===== config.mk =====
export PLATFORM = sky130hd
export DESIGN_NAME = mips_core
export DESIGN_NICKNAME = d
export VERILOG_FILES = /design/src/mips_pkg.sv /design/src/mips_alu.sv /design/src/mips_branch_cmp.sv /design/src/mips_control.sv /design/src/mips_core.sv /design/src/mips_datapath.sv /design/src/mips_load_store_align.sv /design/src/mips_perf_counters.sv /design/src/mips_regfile.sv
export SDC_FILE = /design/constraint.sdc
export NUM_CORES = 2
export LEC_CHECK = 0
export BUFFER_PORTS_ARGS = -buffer_cell sky130_fd_sc_hd__buf_2
export CAP_MARGIN = 10
export CORE_AREA = 2 2 367 369
export CTS_CLUSTER_SIZE = 10
export DETAILED_ROUTE_END_ITERATION = 12
export DIE_AREA = 0 0 369 371
export GPL_TIMING_DRIVEN = 1
export PLACE_DENSITY = 0.76
export SYNTH_ARGS = -nofsm -noshare
export SYNTH_HDL_FRONTEND = slang
export SYNTH_SLANG_ARGS = --single-unit

===== constraint.sdc =====
create_clock -name CLK -period 21.3 [get_ports CLK]
set_input_delay 2.13 -clock CLK [delete_from_list [all_inputs] [get_ports CLK]]
set_output_delay 2.13 -clock CLK [all_outputs]
set_load 0.05 [all_outputs]

===== src/mips_pkg.sv =====
`default_nettype none

package mips_pkg;

   typedef logic [31:0] word_t;
   typedef logic [4:0]  reg_addr_t;
   typedef logic [5:0]  opcode_t;
   typedef logic [5:0]  funct_t;
   typedef logic [3:0]  byte_en_t;   // bit 3 is the byte at offset 0
   typedef logic [4:0]  shamt_t;

   typedef logic [3:0] alu_op_t;
   localparam alu_op_t ALU_ADD  = 4'd0;
   localparam alu_op_t ALU_SUB  = 4'd1;
   localparam alu_op_t ALU_AND  = 4'd2;
   localparam alu_op_t ALU_OR   = 4'd3;
   localparam alu_op_t ALU_XOR  = 4'd4;
   localparam alu_op_t ALU_NOR  = 4'd5;
   localparam alu_op_t ALU_SLT  = 4'd6;
   localparam alu_op_t ALU_SLTU = 4'd7;
   localparam alu_op_t ALU_SLL  = 4'd8;
   localparam alu_op_t ALU_SRL  = 4'd9;
   localparam alu_op_t ALU_SRA  = 4'd10;
   localparam alu_op_t ALU_LUI  = 4'd11;

   typedef logic [1:0] src_a_t;
   localparam src_a_t SRCA_RS    = 2'd0;
   localparam src_a_t SRCA_PC    = 2'd1;
   localparam src_a_t SRCA_FWD   = 2'd2;
   localparam src_a_t SRCA_SHAMT = 2'd3;

   typedef logic [1:0] src_b_t;
   localparam src_b_t SRCB_RT    = 2'd0;
   localparam src_b_t SRCB_EIGHT = 2'd1;   // return address offset
   localparam src_b_t SRCB_FWD   = 2'd2;
   localparam src_b_t SRCB_IMM   = 2'd3;

   typedef logic [1:0] reg_dst_t;
   localparam reg_dst_t DST_RT = 2'd0;
   localparam reg_dst_t DST_RD = 2'd1;
   localparam reg_dst_t DST_RA = 2'd2;

   typedef logic [1:0] wb_sel_t;
   localparam wb_sel_t WB_ALU     = 2'd0;
   localparam wb_sel_t WB_LOAD    = 2'd1;
   localparam wb_sel_t WB_COUNTER = 2'd2;

   typedef logic [1:0] pc_src_t;
   localparam pc_src_t PC_PLUS4  = 2'd0;
   localparam pc_src_t PC_BRANCH = 2'd1;
   localparam pc_src_t PC_JUMP   = 2'd2;
   localparam pc_src_t PC_REG    = 2'd3;

   typedef logic [1:0] mem_size_t;
   localparam mem_size_t SIZE_BYTE = 2'd0;
   localparam mem_size_t SIZE_HALF = 2'd1;
   localparam mem_size_t SIZE_WORD = 2'd2;

   localparam opcode_t OP_RTYPE  = 6'h00;
   localparam opcode_t OP_REGIMM = 6'h01;
   localparam opcode_t OP_J      = 6'h02;
   localparam opcode_t OP_JAL    = 6'h03;
   localparam opcode_t OP_BEQ    = 6'h04;
   localparam opcode_t OP_BNE    = 6'h05;
   localparam opcode_t OP_BLEZ   = 6'h06;
   localparam opcode_t OP_BGTZ   = 6'h07;
   localparam opcode_t OP_ADDIU  = 6'h09;
   localparam opcode_t OP_SLTI   = 6'h0a;
   localparam opcode_t OP_SLTIU  = 6'h0b;
   localparam opcode_t OP_ANDI   = 6'h0c;
   localparam opcode_t OP_ORI    = 6'h0d;
   localparam opcode_t OP_XORI   = 6'h0e;
   localparam opcode_t OP_LUI    = 6'h0f;
   localparam opcode_t OP_LB     = 6'h20;
   localparam opcode_t OP_LH     = 6'h21;
   localparam opcode_t OP_LW     = 6'h23;
   localparam opcode_t OP_LBU    = 6'h24;
   localparam opcode_t OP_LHU    = 6'h25;
   localparam opcode_t OP_SB     = 6'h28;
   localparam opcode_t OP_SH     = 6'h29;
   localparam opcode_t OP_SW     = 6'h2b;

   localparam funct_t FN_SLL  = 6'h00;
   localparam funct_t FN_SRL  = 6'h02;
   localparam funct_t FN_SRA  = 6'h03;
   localparam funct_t FN_SLLV = 6'h04;
   localparam funct_t FN_SRLV = 6'h06;
   localparam funct_t FN_SRAV = 6'h07;
   localparam funct_t FN_JR   = 6'h08;
   localparam funct_t FN_JALR = 6'h09;
   localparam funct_t FN_ADDU = 6'h21;
   localparam funct_t FN_SUBU = 6'h23;
   localparam funct_t FN_AND  = 6'h24;
   localparam funct_t FN_OR   = 6'h25;
   localparam funct_t FN_XOR  = 6'h26;
   localparam funct_t FN_NOR  = 6'h27;
   localparam funct_t FN_SLT  = 6'h2a;
   localparam funct_t FN_SLTU = 6'h2b;

   typedef struct packed {
      alu_op_t   alu_op;
      src_a_t    src_a;
      src_b_t    src_b;
      reg_dst_t  reg_dst;
      wb_sel_t   wb_sel;
      pc_src_t   pc_src;
      logic      reg_write;
      logic      mem_read;
      logic      mem_write;
      mem_size_t mem_size;
      logic      load_signed;
      logic      imm_zero_ext;
   } ex_ctrl_t;

   typedef struct packed {
      word_t    addr;
      word_t    wdata;
      byte_en_t byte_en;   // zero means no write
   } dmem_req_t;

endpackage

`default_nettype wire


===== src/mips_alu.sv =====
`default_nettype none

module mips_alu (
   input  mips_pkg::word_t   a,
   input  mips_pkg::word_t   b,
   input  mips_pkg::alu_op_t op,
   output mips_pkg::word_t   result
);
   import mips_pkg::*;

   shamt_t sh;

   assign sh = a[4:0];   // shift amount from low bits of a

   always_comb begin
      case (op)
         ALU_ADD:  result = a + b;
         ALU_SUB:  result = a - b;
         ALU_AND:  result = a & b;
         ALU_OR:   result = a | b;
         ALU_XOR:  result = a ^ b;
         ALU_NOR:  result = ~(a | b);
         ALU_SLT:  result = {31'b0, $signed(a) < $signed(b)};
         ALU_SLTU: result = {31'b0, a < b};
         ALU_SLL:  result = b << sh;
         ALU_SRL:  result = b >> sh;
         ALU_SRA:  result = word_t'($signed(b) >>> sh);
         ALU_LUI:  result = {b[15:0], 16'h0000};
         default:  result = '0;
      endcase
   end

endmodule

`default_nettype wire


===== src/mips_branch_cmp.sv =====
`default_nettype none

module mips_branch_cmp (
   input  mips_pkg::opcode_t   opcode,
   input  mips_pkg::reg_addr_t rt,
   input  mips_pkg::word_t     a,
   input  mips_pkg::word_t     b,
   output logic                taken
);
   import mips_pkg::*;

   logic a_neg;
   logic a_zero;

   assign a_neg  = a[31];
   assign a_zero = (a == '0);

   always_comb begin
      case (opcode)
         OP_BEQ:    taken = (a == b);
         OP_BNE:    taken = (a != b);
         OP_BLEZ:   taken = a_neg | a_zero;
         OP_BGTZ:   taken = ~a_neg & ~a_zero;
         OP_REGIMM: begin
            if (rt == 5'd1) begin
               taken = ~a_neg;   // bgez
            end else begin
               taken = (rt == 5'd0) & a_neg;   // bltz
            end
         end
         default:   taken = 1'b0;
      endcase
   end

endmodule

`default_nettype wire


===== src/mips_control.sv =====
`default_nettype none

module mips_control (
   input  mips_pkg::word_t    ex_instr,
   input  mips_pkg::word_t    mw_instr,
   output mips_pkg::ex_ctrl_t ex_ctrl
);
   import mips_pkg::*;

   ex_ctrl_t  mw_ctrl;
   reg_addr_t mw_dest;
   logic      mw_fwd;

   function automatic ex_ctrl_t decode(input word_t instr);
      ex_ctrl_t c;
      opcode_t  op;
      funct_t   fn;
      op = instr[31:26];
      fn = instr[5:0];
      c.alu_op       = ALU_ADD;
      c.src_a        = SRCA_RS;
      c.src_b        = SRCB_RT;
      c.reg_dst      = DST_RT;
      c.wb_sel       = WB_ALU;
      c.pc_src       = PC_PLUS4;
      c.reg_write    = 1'b0;
      c.mem_read     = 1'b0;
      c.mem_write    = 1'b0;
      c.mem_size     = SIZE_WORD;
      c.load_signed  = 1'b1;
      c.imm_zero_ext = 1'b0;
      case (op)
         OP_RTYPE: begin
            c.reg_dst   = DST_RD;
            c.reg_write = 1'b1;
            case (fn)
               FN_SLL:  begin c.alu_op = ALU_SLL; c.src_a = SRCA_SHAMT; end
               FN_SRL:  begin c.alu_op = ALU_SRL; c.src_a = SRCA_SHAMT; end
               FN_SRA:  begin c.alu_op = ALU_SRA; c.src_a = SRCA_SHAMT; end
               FN_SLLV: c.alu_op = ALU_SLL;
               FN_SRLV: c.alu_op = ALU_SRL;
               FN_SRAV: c.alu_op = ALU_SRA;
               FN_JR:   begin c.pc_src = PC_REG; c.reg_write = 1'b0; end
               FN_JALR: begin
                  c.pc_src = PC_REG;
                  c.src_a  = SRCA_PC;
                  c.src_b  = SRCB_EIGHT;
               end
               FN_ADDU: c.alu_op = ALU_ADD;
               FN_SUBU: c.alu_op = ALU_SUB;
               FN_AND:  c.alu_op = ALU_AND;
               FN_OR:   c.alu_op = ALU_OR;
               FN_XOR:  c.alu_op = ALU_XOR;
               FN_NOR:  c.alu_op = ALU_NOR;
               FN_SLT:  c.alu_op = ALU_SLT;
               FN_SLTU: c.alu_op = ALU_SLTU;
               default: c.reg_write = 1'b0;   // unsupported funct is a nop
            endcase
         end
         OP_REGIMM, OP_BEQ, OP_BNE, OP_BLEZ, OP_BGTZ: c.pc_src = PC_BRANCH;
         OP_J: c.pc_src = PC_JUMP;
         OP_JAL: begin
            c.pc_src    = PC_JUMP;
            c.reg_dst   = DST_RA;
            c.reg_write = 1'b1;
            c.src_a     = SRCA_PC;
            c.src_b     = SRCB_EIGHT;
         end
         OP_ADDIU, OP_SLTI, OP_SLTIU, OP_ANDI, OP_ORI, OP_XORI, OP_LUI: begin
            c.src_b     = SRCB_IMM;
            c.reg_write = 1'b1;
            case (op)
               OP_SLTI:  c.alu_op = ALU_SLT;
               OP_SLTIU: c.alu_op = ALU_SLTU;
               OP_ANDI:  begin c.alu_op = ALU_AND; c.imm_zero_ext = 1'b1; end
               OP_ORI:   begin c.alu_op = ALU_OR;  c.imm_zero_ext = 1'b1; end
               OP_XORI:  begin c.alu_op = ALU_XOR; c.imm_zero_ext = 1'b1; end
               OP_LUI:   c.alu_op = ALU_LUI;
               default:  c.alu_op = ALU_ADD;
            endcase
         end
         OP_LB, OP_LH, OP_LW, OP_LBU, OP_LHU: begin
            c.src_b       = SRCB_IMM;
            c.reg_write   = 1'b1;
            c.mem_read    = 1'b1;
            c.wb_sel      = WB_LOAD;
            c.load_signed = (op == OP_LB) || (op == OP_LH);
            if (op == OP_LB || op == OP_LBU) begin
               c.mem_size = SIZE_BYTE;
            end else if (op == OP_LH || op == OP_LHU) begin
               c.mem_size = SIZE_HALF;
            end
         end
         OP_SB, OP_SH, OP_SW: begin
            c.src_b     = SRCB_IMM;
            c.mem_write = 1'b1;
            if (op == OP_SB) begin
               c.mem_size = SIZE_BYTE;
            end else if (op == OP_SH) begin
               c.mem_size = SIZE_HALF;
            end
         end
         default: c.reg_write = 1'b0;
      endcase
      return c;
   endfunction

   function automatic reg_addr_t dest_of(input ex_ctrl_t c, input word_t instr);
      case (c.reg_dst)
         DST_RD:  return instr[15:11];
         DST_RA:  return 5'd31;
         default: return instr[20:16];
      endcase
   endfunction

   always_comb begin
      mw_ctrl = decode(mw_instr);
      mw_dest = dest_of(mw_ctrl, mw_instr);
      mw_fwd  = mw_ctrl.reg_write && !mw_ctrl.mem_read && (mw_dest != '0);   // alu results only
      ex_ctrl = decode(ex_instr);
      if (mw_fwd && (mw_dest == ex_instr[25:21]) && (ex_ctrl.src_a == SRCA_RS)) begin
         ex_ctrl.src_a = SRCA_FWD;
      end
      if (mw_fwd && (mw_dest == ex_instr[20:16]) && (ex_ctrl.src_b == SRCB_RT)) begin
         ex_ctrl.src_b = SRCB_FWD;
      end
   end

endmodule

`default_nettype wire


===== src/mips_core.sv =====
`default_nettype none

module mips_core #(
   parameter mips_pkg::word_t RESET_PC     = '0,
   parameter mips_pkg::word_t COUNTER_BASE = 32'h8000_0010
) (
   input  logic                CLK,
   input  logic                arst_n,
   input  logic                stall,   // freezes every stage
   output mips_pkg::word_t     imem_addr,
   input  mips_pkg::word_t     imem_rdata,
   output mips_pkg::dmem_req_t dmem_req,
   input  mips_pkg::word_t     dmem_rdata
);
   import mips_pkg::*;

   ex_ctrl_t ex_ctrl;
   word_t    ex_instr;
   word_t    mw_instr;

   mips_control u_control (
      .ex_instr (ex_instr),
      .mw_instr (mw_instr),
      .ex_ctrl  (ex_ctrl)
   );

   mips_datapath #(
      .RESET_PC     (RESET_PC),
      .COUNTER_BASE (COUNTER_BASE)
   ) u_datapath (
      .CLK        (CLK),
      .arst_n     (arst_n),
      .stall      (stall),
      .ex_ctrl    (ex_ctrl),
      .ex_instr   (ex_instr),
      .mw_instr   (mw_instr),
      .imem_addr  (imem_addr),
      .imem_rdata (imem_rdata),
      .dmem_req   (dmem_req),
      .dmem_rdata (dmem_rdata)
   );

endmodule

`default_nettype wire


===== src/mips_datapath.sv =====
`default_nettype none

module mips_datapath #(
   parameter mips_pkg::word_t RESET_PC     = '0,
   parameter mips_pkg::word_t COUNTER_BASE = 32'h8000_0010
) (
   input  logic                CLK,
   input  logic                arst_n,
   input  logic                stall,
   input  mips_pkg::ex_ctrl_t  ex_ctrl,
   output mips_pkg::word_t     ex_instr,
   output mips_pkg::word_t     mw_instr,
   output mips_pkg::word_t     imem_addr,
   input  mips_pkg::word_t     imem_rdata,
   output mips_pkg::dmem_req_t dmem_req,
   input  mips_pkg::word_t     dmem_rdata
);
   import mips_pkg::*;

   word_t     pc_if;
   word_t     pc_plus4;
   word_t     pc_next;
   logic      ex_valid;
   word_t     ex_pc;
   word_t     ex_pc4;
   reg_addr_t rs;
   reg_addr_t rt;
   reg_addr_t ex_dest;
   word_t     imm_ext;
   word_t     rd1;
   word_t     rd2;
   word_t     rs_val;
   word_t     rt_val;
   word_t     alu_a;
   word_t     alu_b;
   word_t     alu_result;
   word_t     br_target;
   word_t     j_target;
   logic      taken;
   logic      ex_cnt_hit;
   logic      ex_cnt_store;
   byte_en_t  st_byte_en;
   word_t     st_wdata;
   word_t     mw_alu;
   reg_addr_t mw_dest;
   logic      mw_reg_write;
   wb_sel_t   mw_wb_sel;
   mem_size_t mw_ld_size;
   logic      mw_ld_signed;
   logic      mw_cnt_hit;
   logic      mw_fwd_ok;
   word_t     ld_data;
   word_t     cnt_value;
   word_t     wb_data;

   assign imem_addr = pc_if;
   assign pc_plus4  = pc_if + 32'd4;
   assign ex_instr  = ex_valid ? imem_rdata : '0;   // bubble until the first fetch lands
   assign rs        = ex_instr[25:21];
   assign rt        = ex_instr[20:16];
   assign imm_ext   = ex_ctrl.imm_zero_ext ? {16'h0000, ex_instr[15:0]}
                                           : {{16{ex_instr[15]}}, ex_instr[15:0]};

   always_comb begin
      case (ex_ctrl.reg_dst)
         DST_RD:  ex_dest = ex_instr[15:11];
         DST_RA:  ex_dest = 5'd31;
         default: ex_dest = rt;
      endcase
   end

   mips_regfile u_regfile (
      .CLK    (CLK),
      .arst_n (arst_n),
      .we     (mw_reg_write & ~stall),
      .wa     (mw_dest),
      .ra1    (rs),
      .ra2    (rt),
      .wd     (wb_data),
      .rd1    (rd1),
      .rd2    (rd2)
   );

   // store data and register target bypass the alu muxes
   assign mw_fwd_ok = mw_reg_write && (mw_wb_sel == WB_ALU) && (mw_dest != '0);
   assign rs_val    = (mw_fwd_ok && (mw_dest == rs)) ? mw_alu : rd1;
   assign rt_val    = (mw_fwd_ok && (mw_dest == rt)) ? mw_alu : rd2;

   always_comb begin
      case (ex_ctrl.src_a)
         SRCA_PC:    alu_a = ex_pc;
         SRCA_FWD:   alu_a = mw_alu;
         SRCA_SHAMT: alu_a = {27'b0, ex_instr[10:6]};
         default:    alu_a = rd1;
      endcase
      case (ex_ctrl.src_b)
         SRCB_EIGHT: alu_b = 32'd8;
         SRCB_FWD:   alu_b = mw_alu;
         SRCB_IMM:   alu_b = imm_ext;
         default:    alu_b = rd2;
      endcase
   end

   mips_alu u_alu (
      .a      (alu_a),
      .b      (alu_b),
      .op     (ex_ctrl.alu_op),
      .result (alu_result)
   );

   mips_branch_cmp u_branch_cmp (
      .opcode (ex_instr[31:26]),
      .rt     (rt),
      .a      (alu_a),
      .b      (alu_b),
      .taken  (taken)
   );

   // targets relative to the delay slot
   assign br_target = ex_pc4 + {{14{ex_instr[15]}}, ex_instr[15:0], 2'b00};
   assign j_target  = {ex_pc4[31:28], ex_instr[25:0], 2'b00};

   always_comb begin
      case (ex_ctrl.pc_src)
         PC_BRANCH: pc_next = taken ? br_target : pc_plus4;
         PC_JUMP:   pc_next = j_target;
         PC_REG:    pc_next = rs_val;
         default:   pc_next = pc_plus4;
      endcase
   end

   assign ex_cnt_hit   = ex_ctrl.mem_read &&
                         ((alu_result == COUNTER_BASE) || (alu_result == COUNTER_BASE + 32'd4));
   assign ex_cnt_store = ex_ctrl.mem_write && (alu_result == COUNTER_BASE);

   mips_load_store_align u_align (
      .st_size    (ex_ctrl.mem_size),
      .st_en      (ex_ctrl.mem_write & ~stall & ~ex_cnt_store),
      .st_offset  (alu_result[1:0]),
      .st_data    (rt_val),
      .st_wdata   (st_wdata),
      .st_byte_en (st_byte_en),
      .ld_size    (mw_ld_size),
      .ld_signed  (mw_ld_signed),
      .ld_offset  (mw_alu[1:0]),
      .ld_raw     (dmem_rdata),
      .ld_data    (ld_data)
   );

   assign dmem_req.addr    = alu_result;
   assign dmem_req.wdata   = st_wdata;
   assign dmem_req.byte_en = st_byte_en;

   mips_perf_counters #(
      .COUNTER_BASE (COUNTER_BASE)
   ) u_counters (
      .CLK       (CLK),
      .arst_n    (arst_n),
      .stall     (stall),
      .retire    (mw_instr != '0),
      .clear     (ex_cnt_store),
      .sel_instr (mw_alu[2]),
      .value     (cnt_value)
   );

   always_comb begin
      case (mw_cnt_hit ? WB_COUNTER : mw_wb_sel)
         WB_LOAD:    wb_data = ld_data;
         WB_COUNTER: wb_data = cnt_value;
         default:    wb_data = mw_alu;
      endcase
   end

   always_ff @(posedge CLK or negedge arst_n) begin
      if (!arst_n) begin
         pc_if        <= RESET_PC;
         ex_valid     <= 1'b0;
         mw_reg_write <= 1'b0;
         mw_instr     <= '0;
      end else if (!stall) begin
         pc_if        <= pc_next;
         ex_valid     <= 1'b1;
         mw_reg_write <= ex_ctrl.reg_write;
         mw_instr     <= ex_instr;
      end
   end

   always_ff @(posedge CLK) begin
      if (!stall) begin
         ex_pc        <= pc_if;
         ex_pc4       <= pc_plus4;
         mw_alu       <= alu_result;
         mw_dest      <= ex_dest;
         mw_wb_sel    <= ex_ctrl.wb_sel;
         mw_ld_size   <= ex_ctrl.mem_size;
         mw_ld_signed <= ex_ctrl.load_signed;
         mw_cnt_hit   <= ex_cnt_hit;
      end
   end

endmodule

`default_nettype wire


===== src/mips_load_store_align.sv =====
`default_nettype none

module mips_load_store_align (
   input  mips_pkg::mem_size_t st_size,
   input  logic                st_en,
   input  logic [1:0]          st_offset,
   input  mips_pkg::word_t     st_data,
   output mips_pkg::word_t     st_wdata,
   output mips_pkg::byte_en_t  st_byte_en,
   input  mips_pkg::mem_size_t ld_size,
   input  logic                ld_signed,
   input  logic [1:0]          ld_offset,
   input  mips_pkg::word_t     ld_raw,
   output mips_pkg::word_t     ld_data
);
   import mips_pkg::*;

   logic [7:0]  ld_byte;
   logic [15:0] ld_half;

   // store side, data replicated into every lane
   always_comb begin
      case (st_size)
         SIZE_BYTE: begin
            st_wdata   = {4{st_data[7:0]}};
            st_byte_en = 4'b1000 >> st_offset;
         end
         SIZE_HALF: begin
            st_wdata   = {2{st_data[15:0]}};
            st_byte_en = st_offset[1] ? 4'b0011 : 4'b1100;
         end
         default: begin
            st_wdata   = st_data;
            st_byte_en = 4'b1111;
         end
      endcase
      if (!st_en) begin
         st_byte_en = '0;
      end
   end

   // load side, offset 0 is the most significant byte
   always_comb begin
      case (ld_offset)
         2'd0:    ld_byte = ld_raw[31:24];
         2'd1:    ld_byte = ld_raw[23:16];
         2'd2:    ld_byte = ld_raw[15:8];
         default: ld_byte = ld_raw[7:0];
      endcase
      ld_half = ld_offset[1] ? ld_raw[15:0] : ld_raw[31:16];
      case (ld_size)
         SIZE_BYTE: ld_data = {{24{ld_signed & ld_byte[7]}}, ld_byte};
         SIZE_HALF: ld_data = {{16{ld_signed & ld_half[15]}}, ld_half};
         default:   ld_data = ld_raw;
      endcase
   end

endmodule

`default_nettype wire


===== src/mips_perf_counters.sv =====
`default_nettype none

module mips_perf_counters #(
   parameter mips_pkg::word_t COUNTER_BASE = 32'h8000_0010
) (
   input  logic            CLK,
   input  logic            arst_n,
   input  logic            stall,
   input  logic            retire,
   input  logic            clear,
   input  logic            sel_instr,
   output mips_pkg::word_t value
);
   import mips_pkg::*;

   word_t cycle_cnt;
   word_t instr_cnt;

   always_ff @(posedge CLK or negedge arst_n) begin
      if (!arst_n) begin
         cycle_cnt <= '0;
         instr_cnt <= '0;
      end else if (!stall) begin
         if (clear) begin   // clear wins over counting
            cycle_cnt <= '0;
            instr_cnt <= '0;
         end else begin
            cycle_cnt <= cycle_cnt + 32'd1;
            if (retire) begin
               instr_cnt <= instr_cnt + 32'd1;
            end
         end
      end
   end

   // instr count sits at base+4, so bit 2 flips against the base
   assign value = (sel_instr ^ COUNTER_BASE[2]) ? instr_cnt : cycle_cnt;

endmodule

`default_nettype wire


===== src/mips_regfile.sv =====
`default_nettype none

module mips_regfile (
   input  logic                CLK,
   input  logic                arst_n,
   input  logic                we,
   input  mips_pkg::reg_addr_t wa,
   input  mips_pkg::reg_addr_t ra1,
   input  mips_pkg::reg_addr_t ra2,
   input  mips_pkg::word_t     wd,
   output mips_pkg::word_t     rd1,
   output mips_pkg::word_t     rd2
);
   import mips_pkg::*;

   word_t regs [31:1];   // no storage for r0

   always_ff @(posedge CLK or negedge arst_n) begin
      if (!arst_n) begin
         for (int i = 1; i < 32; i++) begin
            regs[i] <= '0;
         end
      end else if (we && (wa != '0)) begin
         regs[wa] <= wd;
      end
   end

   // reads see the old value during a same-cycle write
   assign rd1 = (ra1 == '0) ? '0 : regs[ra1];
   assign rd2 = (ra2 == '0) ? '0 : regs[ra2];

endmodule

`default_nettype wire


== After elaboration in Yosys (flattened, before gate mapping) ==
Cells that the tools add are included.

* Add/subtract/negate cells: 6
* Magnitude comparators: 6
* Equal/unequal tests: 103
* Shifts and indexed selects: 4
* Muxes and demuxes: 63
* Bitwise logic cells: 16
* Reduce and logical (&&, ||, !) cells: 55

{| class="wikitable"
|+ Operators with widths
! kind !! count
|-
| bitwise mux 992 bit || 1
|-
| two-way mux 32 bit || 14
|-
| case mux 32 bit (12 select lines) || 1
|-
| binary-select mux 32 bit (select 5 bit) || 2
|-
| case mux 32 bit (3 select lines) || 3
|-
| case mux 32 bit (2 select lines) || 3
|-
| == test 6 bit, second input constant || 29
|-
| demux 32 bit (select 5 bit) || 1
|-
| == test 6 x 4 -> 1 bit, second input constant || 17
|-
| adder 32 x 1 -> 32 bit, second input constant || 2
|-
| adder 32 bit || 2
|-
| == test 32 bit, second input constant || 2
|-
| less-than comparator 32 bit || 2
|-
| == test 6 x 3 -> 1 bit, second input constant || 10
|-
| OR reduction 15 bit || 3
|-
| == test 6 x 2 -> 1 bit, second input constant || 7
|-
| case mux 4 bit (10 select lines) || 1
|-
| adder 32 x 3 -> 32 bit, second input constant || 1
|-
| bitwise AND 32 bit || 1
|-
| == test 32 bit || 1
|-
| zero test 32 bit || 1
|-
| inequality test 32 bit || 1
|-
| NOT 32 bit || 1
|-
| bitwise OR 32 bit || 1
|-
| other kinds (48) || 146
|}

* Register bits: 1229
* Input bits: 67
* Output and inout port bits: 100
* Word-level logic and storage cells: 298

== Logic depth before layout (Yosys ltp) ==
* Depth in word-level cells: 19
* Gate-level depth with buffers: 38
* Gate-level depth less buffers: 30

== Cells and area by module ==
From an unflattened synthesis, not the netlist that was laid out.

* Cell total of the unflattened synthesis: 7625
* Area, all modules: 82113.8 µm²

{| class="wikitable"
|+ Modules (own cells, without submodules)
! module !! times used !! cells each !! area an instance (µm²) !! sequential area each (µm²)
|-
| mips_regfile || 1 || 4069 || 53712.8 || 24823.8
|-
| mips_datapath || 1 || 1393 || 12494.5 || 4804.6
|-
| mips_alu || 1 || 1341 || 9238.9 || 0.0
|-
| mips_perf_counters || 1 || 433 || 3928.8 || 1601.5
|-
| mips_load_store_align || 1 || 170 || 1332.5 || 0.0
|-
| mips_control || 1 || 150 || 890.9 || 0.0
|-
| mips_branch_cmp || 1 || 69 || 515.5 || 0.0
|}

== Worst setup path before layout ==
No wires, ideal clock.

* Path type: input to output
* Start point: input imem_rdata[28]
* End point: output dmem_req[0] (netlist bit)
* Arrival time: 11203 ps
* Data required time: 19170 ps
* Slack: 7967 ps
* Stages: 30
* Buffers on the path: 4
* Path through: clkbuf_1 > o41a_1 > or2_2 > ha_1 > nor3_1 > and2_1 > nor2_1 > o31ai_2 > a32oi_4 > inv_4 > buf_2 > buf_2 > buf_2 > ha_1 > inv_1 > fa_1 > a21oi_1 > o311ai_0 > nand4_1 > nand3_1 > a2111oi_0 > o31a_1 > o21bai_1 > nor4_1 > a21oi_1 > o311ai_1 > or4_1 > nor4_2 > and3_1 > a211oi_1

{| class="wikitable"
|+ RTL lines
! what !! RTL line !! RTL
|-
| start, declared || mips_core.sv:11 || <nowiki>input mips_pkg::word_t imem_rdata,</nowiki>
|-
| end, declared || mips_core.sv:12 || <nowiki>output mips_pkg::dmem_req_t dmem_req,</nowiki>
|}

==> metrics.md <==
| Metric | Value |
|---|---|
| Worst hold slack | `approximately 0.5 ns` |
| Die area | `between 100000 and 150000 um^2` |
| CTS resizes | `0` |
| Slowest CP cell | `buf_4` |
| Hold Path Depth | `2` |
| Critical Path Sink Type | `output port` |
| Fmax | `between 60 and 70 MHz` |
| Setup_tns | `0 ns` |
| HPWL Detailed | `between 200 and 250 mm` |
| Pwr Density | `between 80 and 90 nW/um^2` |
| Core area | `approximately 130000 um^2` |
| Max FO, Critical Path | `42` |
| Synth warnings | `0` |
| Root Driver | `clkbuf_16` |
| P_leak | `roughly 0.037 uW` |
| Die width | `about 370 um` |
| First-pass GRT wire length | `roughly 520 mm` |
| Commonest non-fill, non-tap cell in the layout | `nand2_1` |
| Power Total | `around 7400 uW` |
| Period utilisation layout | `0.684` |
| Fraction of registers with async set/reset | `0.915` |
| Area growth from synthesis to layout | `8.49%` |
| DRC | `0` |
| Worst-path clk slew | `roughly 0.060 ns` |
| CTS buffer count | `roughly 150` |
| Cell family with most CP delay | `buffers and inverters` |
| Vias in the first global route | `between 70000 and 80000` |
| Critical Path RT | `around 19 ns` |
| RSZ-0062 raised after global routing | `no` |
| DR WL/cell | `34.7 um` |
| Final Non-Filler Cells | `about 11000` |
| Critical Path AT | `between 10 and 15 ns` |
| Cell taking the most area after synthesis | `dfrtp_1` |
| Final min period | `roughly 15 ns` |
| H-tree depth | `4` |
| Top-area cell type share of the netlist area | `0.355` |
| Syn Std Cell Area | `slightly below 80000 um^2` |
| Initial antenna violation count | `35` |
| Worst rel slew slack | `0.0168` |
| Worst R2R Path Depth | `31` |
| Critical Path Stages | `29` |
| Post-synth EDFFs | `around 100` |
| Syn Inst Count | `between 8000 and 9000` |
| # nets final | `8943` |
| Setup WS post-layout | `slightly below 7 ns` |
| Ranking of synthesized cells by area | `dfrtp_1 (35%), o21ai_0 (8.6%), nand2_1 (7.7%)` |
| TritonCTS clock tree | `done` |
| Initial drt markers | `about 13000` |
| Total GRT Usage | `0.528` |
| Placed Cells | `10400` |
| Post CTS Setup Buffer Count | `0` |
| DRT antenna net count | `0` |
| Largest net degree at the start of global routing | `150` |
| Proportion of layout cells with a drive suffix above 1 | `0.130` |
| Clock Sinks | `approximately 1200` |
| Worst-Margin Slew | `1.47 ns` |
| Vias per inst | `around 7.5` |
| RePlAce Congestion | `between 1 and 1.5` |
| CP peak stage delay | `around 0.72 ns` |
| Register area | `31200 um^2` |
| CP bufs+invs | `8` |
| Dpl ws | `7.05 ns` |
| Final Hold Viols | `0` |
| Most Frequent Cell on Critical Path | `buf_4` |
| CP Launch Type | `input port` |
| # port buffers | `about 170` |
| Initial Util | `0.596` |
| Hold-fix buffers, CTS | `0` |
| Synth Net Count | `between 9000 and 10000` |
| DR pass1 iterations | `9` |
| Max-cap violations | `0` |
| Status | `completed` |
| Worst reg-to-reg setup slack | `around 10 ns` |
| Yosys reg bits | `approximately 1200` |
| FILL cells | `between 10000 and 15000` |
| I/O pin cnt | `167` |
| Maximum VDD drop | `between 0.00008 and 0.00009 V` |
| Pins Over Slew Limit | `0` |
| Setup Viol. Count Final | `0` |
| Drt total wl | `about 370 mm` |
| Clock Latency Late Sink | `roughly 0.83 ns` |
| Multi-input logic area | `44500 um^2` |
| Clk buf depth | `3` |
| Seq/Total Area, Yosys | `0.394` |
| GRT overflow | `0` |
| Die Height | `approximately 370 um` |
| Clk_skew | `between 0.06 and 0.07 ns` |
| Synth cell types | `103` |
| Vias | `approximately 80000` |
| Mean Syn Cell Area | `8.85 um^2` |
| Hold Crit Class | `register to register` |
| Synth Flop Type | `dfrtp_1` |
| # rows | `approximately 130` |
| Most frequent cells in the layout | `nand2_1 (1579), o21ai_0 (1349), dfrtp_1 (1121)` |
| Critical path class | `input port to output port` |
==> flip-flops by register name, summed over array words and instances, names as in the netlist <==
register,flops
u_datapath.ex_pc4,32
u_datapath.mw_dest,5
u_datapath.mw_ld_signed,1
u_datapath.mw_instr,32
u_datapath.mw_ld_size,2
u_datapath.mw_cnt_hit,1
u_datapath.mw_reg_write,1
u_datapath.u_regfile.regs,992
u_datapath.mw_wb_sel,1
u_datapath.mw_alu,32
u_datapath.imem_addr,32
u_datapath.ex_pc,30
u_datapath.u_counters.cycle_cnt,32
u_datapath.u_counters.instr_cnt,32
u_datapath.ex_valid,1
==> tightest hold or removal path: stages (launching register included) <==
cell     delay, ns
dfrtp_1       0.34
nand2_1       0.05
o21ai_0       0.06
==> area by class of cell <==
class                   count  share of cell area
multi-input cells        6734               0.518
flip-flops and latches   1226               0.363
clock buffers             177              0.0440
repair buffers            450              0.0360
well taps                1768              0.0258
inverters                 180             0.00794
clock inverters            20             0.00453
diodes                     19            0.000554
==> power breakdown <==
group          internal [uW]  leakage, uW  switching (uW)
logic                    662       0.0185            1560
registers               2610       0.0164             258
clock network           1260      0.00201            1040
total                   4530       0.0369            2860
==> layer usage <==
layer / part of all wire / wire length [um] / vias to the layer above / GRT usage
li1: - / - / 32100 / -
met4: 0.10 / 37600 / 38 / 0.431
met3: 0.14 / 52900 / 2062 / 0.205
met5: 0.00077 / 281 / - / 0
met2: 0.42 / 153000 / 6777 / 0.753
met1: 0.34 / 123000 / 38000 / 0.632
==> per-stage QoR <==
stage          instance area, um^2  utilization
4_1_cts                      85800        0.646
3_5_place_dp                 81600        0.614
3_3_place_gp                 81600        0.614
2_1_floorplan                79200            -
5_1_grt                      85800        0.646
6_report                     85900        0.647
==> Yosys cell counts (22+ instances only) <==
library cell  count
a2111oi_0        26
a211oi_1         83
a21o_1           47
a21oi_1         366
a221o_1          45
a221oi_1        126
a22o_1           22
a22oi_1          38
a311oi_1         44
a31oi_1          52
and2_1           29
and3_1           55
buf_1            68
buf_2           134
buf_4            32
clkbuf_1        569
dfrtp_1        1122
edfxtp_1        104
ha_1            135
inv_1           169
mux2_2          140
mux2i_1         482
mux4_2          218
nand2_1        1614
nand2b_1         51
nand3_1         182
nand4_1          32
nor2_1          471
nor2b_1          54
nor3_1          120
nor3b_1          39
nor4_1           56
o211ai_1         67
o21a_1           43
o21ai_0        1357
o221ai_1         68
o22ai_1         118
o31ai_1          23
or3_1            35
xnor2_1          84
xor2_1           69
==> cells by family (layout without fill, tap and decap cells) <==
logic type	count (synthesis)	count (layout)	synth area share
buffers and inverters	986	827	0.0507
other	0	19	0
XOR/XNOR	153	153	0.0169
multiplexers	842	842	0.143
AO/OA/AOI/OAI	2772	2772	0.217
AND/OR/NAND/NOR	2829	2829	0.156
flip-flops	1226	1226	0.394
adder cells (fa/ha/maj)	138	138	0.0221
==> path summary, 6_finish.rpt <==
kind                                                      startpoint                                              to
max                                                   imem_rdata[18]                                     dmem_req[3]
min                        u_datapath.u_regfile.regs[62]$_DFFE_PN0P_       u_datapath.u_regfile.regs[62]$_DFFE_PN0P_
min in group asynchronous                                     arst_n      u_datapath.u_regfile.regs[820]$_DFFE_PN0P_
max reg2reg                          u_datapath.ex_valid$_DFFE_PN0N_  u_datapath.u_counters.instr_cnt[0]$_DFFE_PN0P_
min reg2reg                u_datapath.u_regfile.regs[62]$_DFFE_PN0P_       u_datapath.u_regfile.regs[62]$_DFFE_PN0P_
max in group asynchronous                                     arst_n            u_datapath.imem_addr[13]$_DFFE_PN0N_
Power figures use the tool's default switching activity.
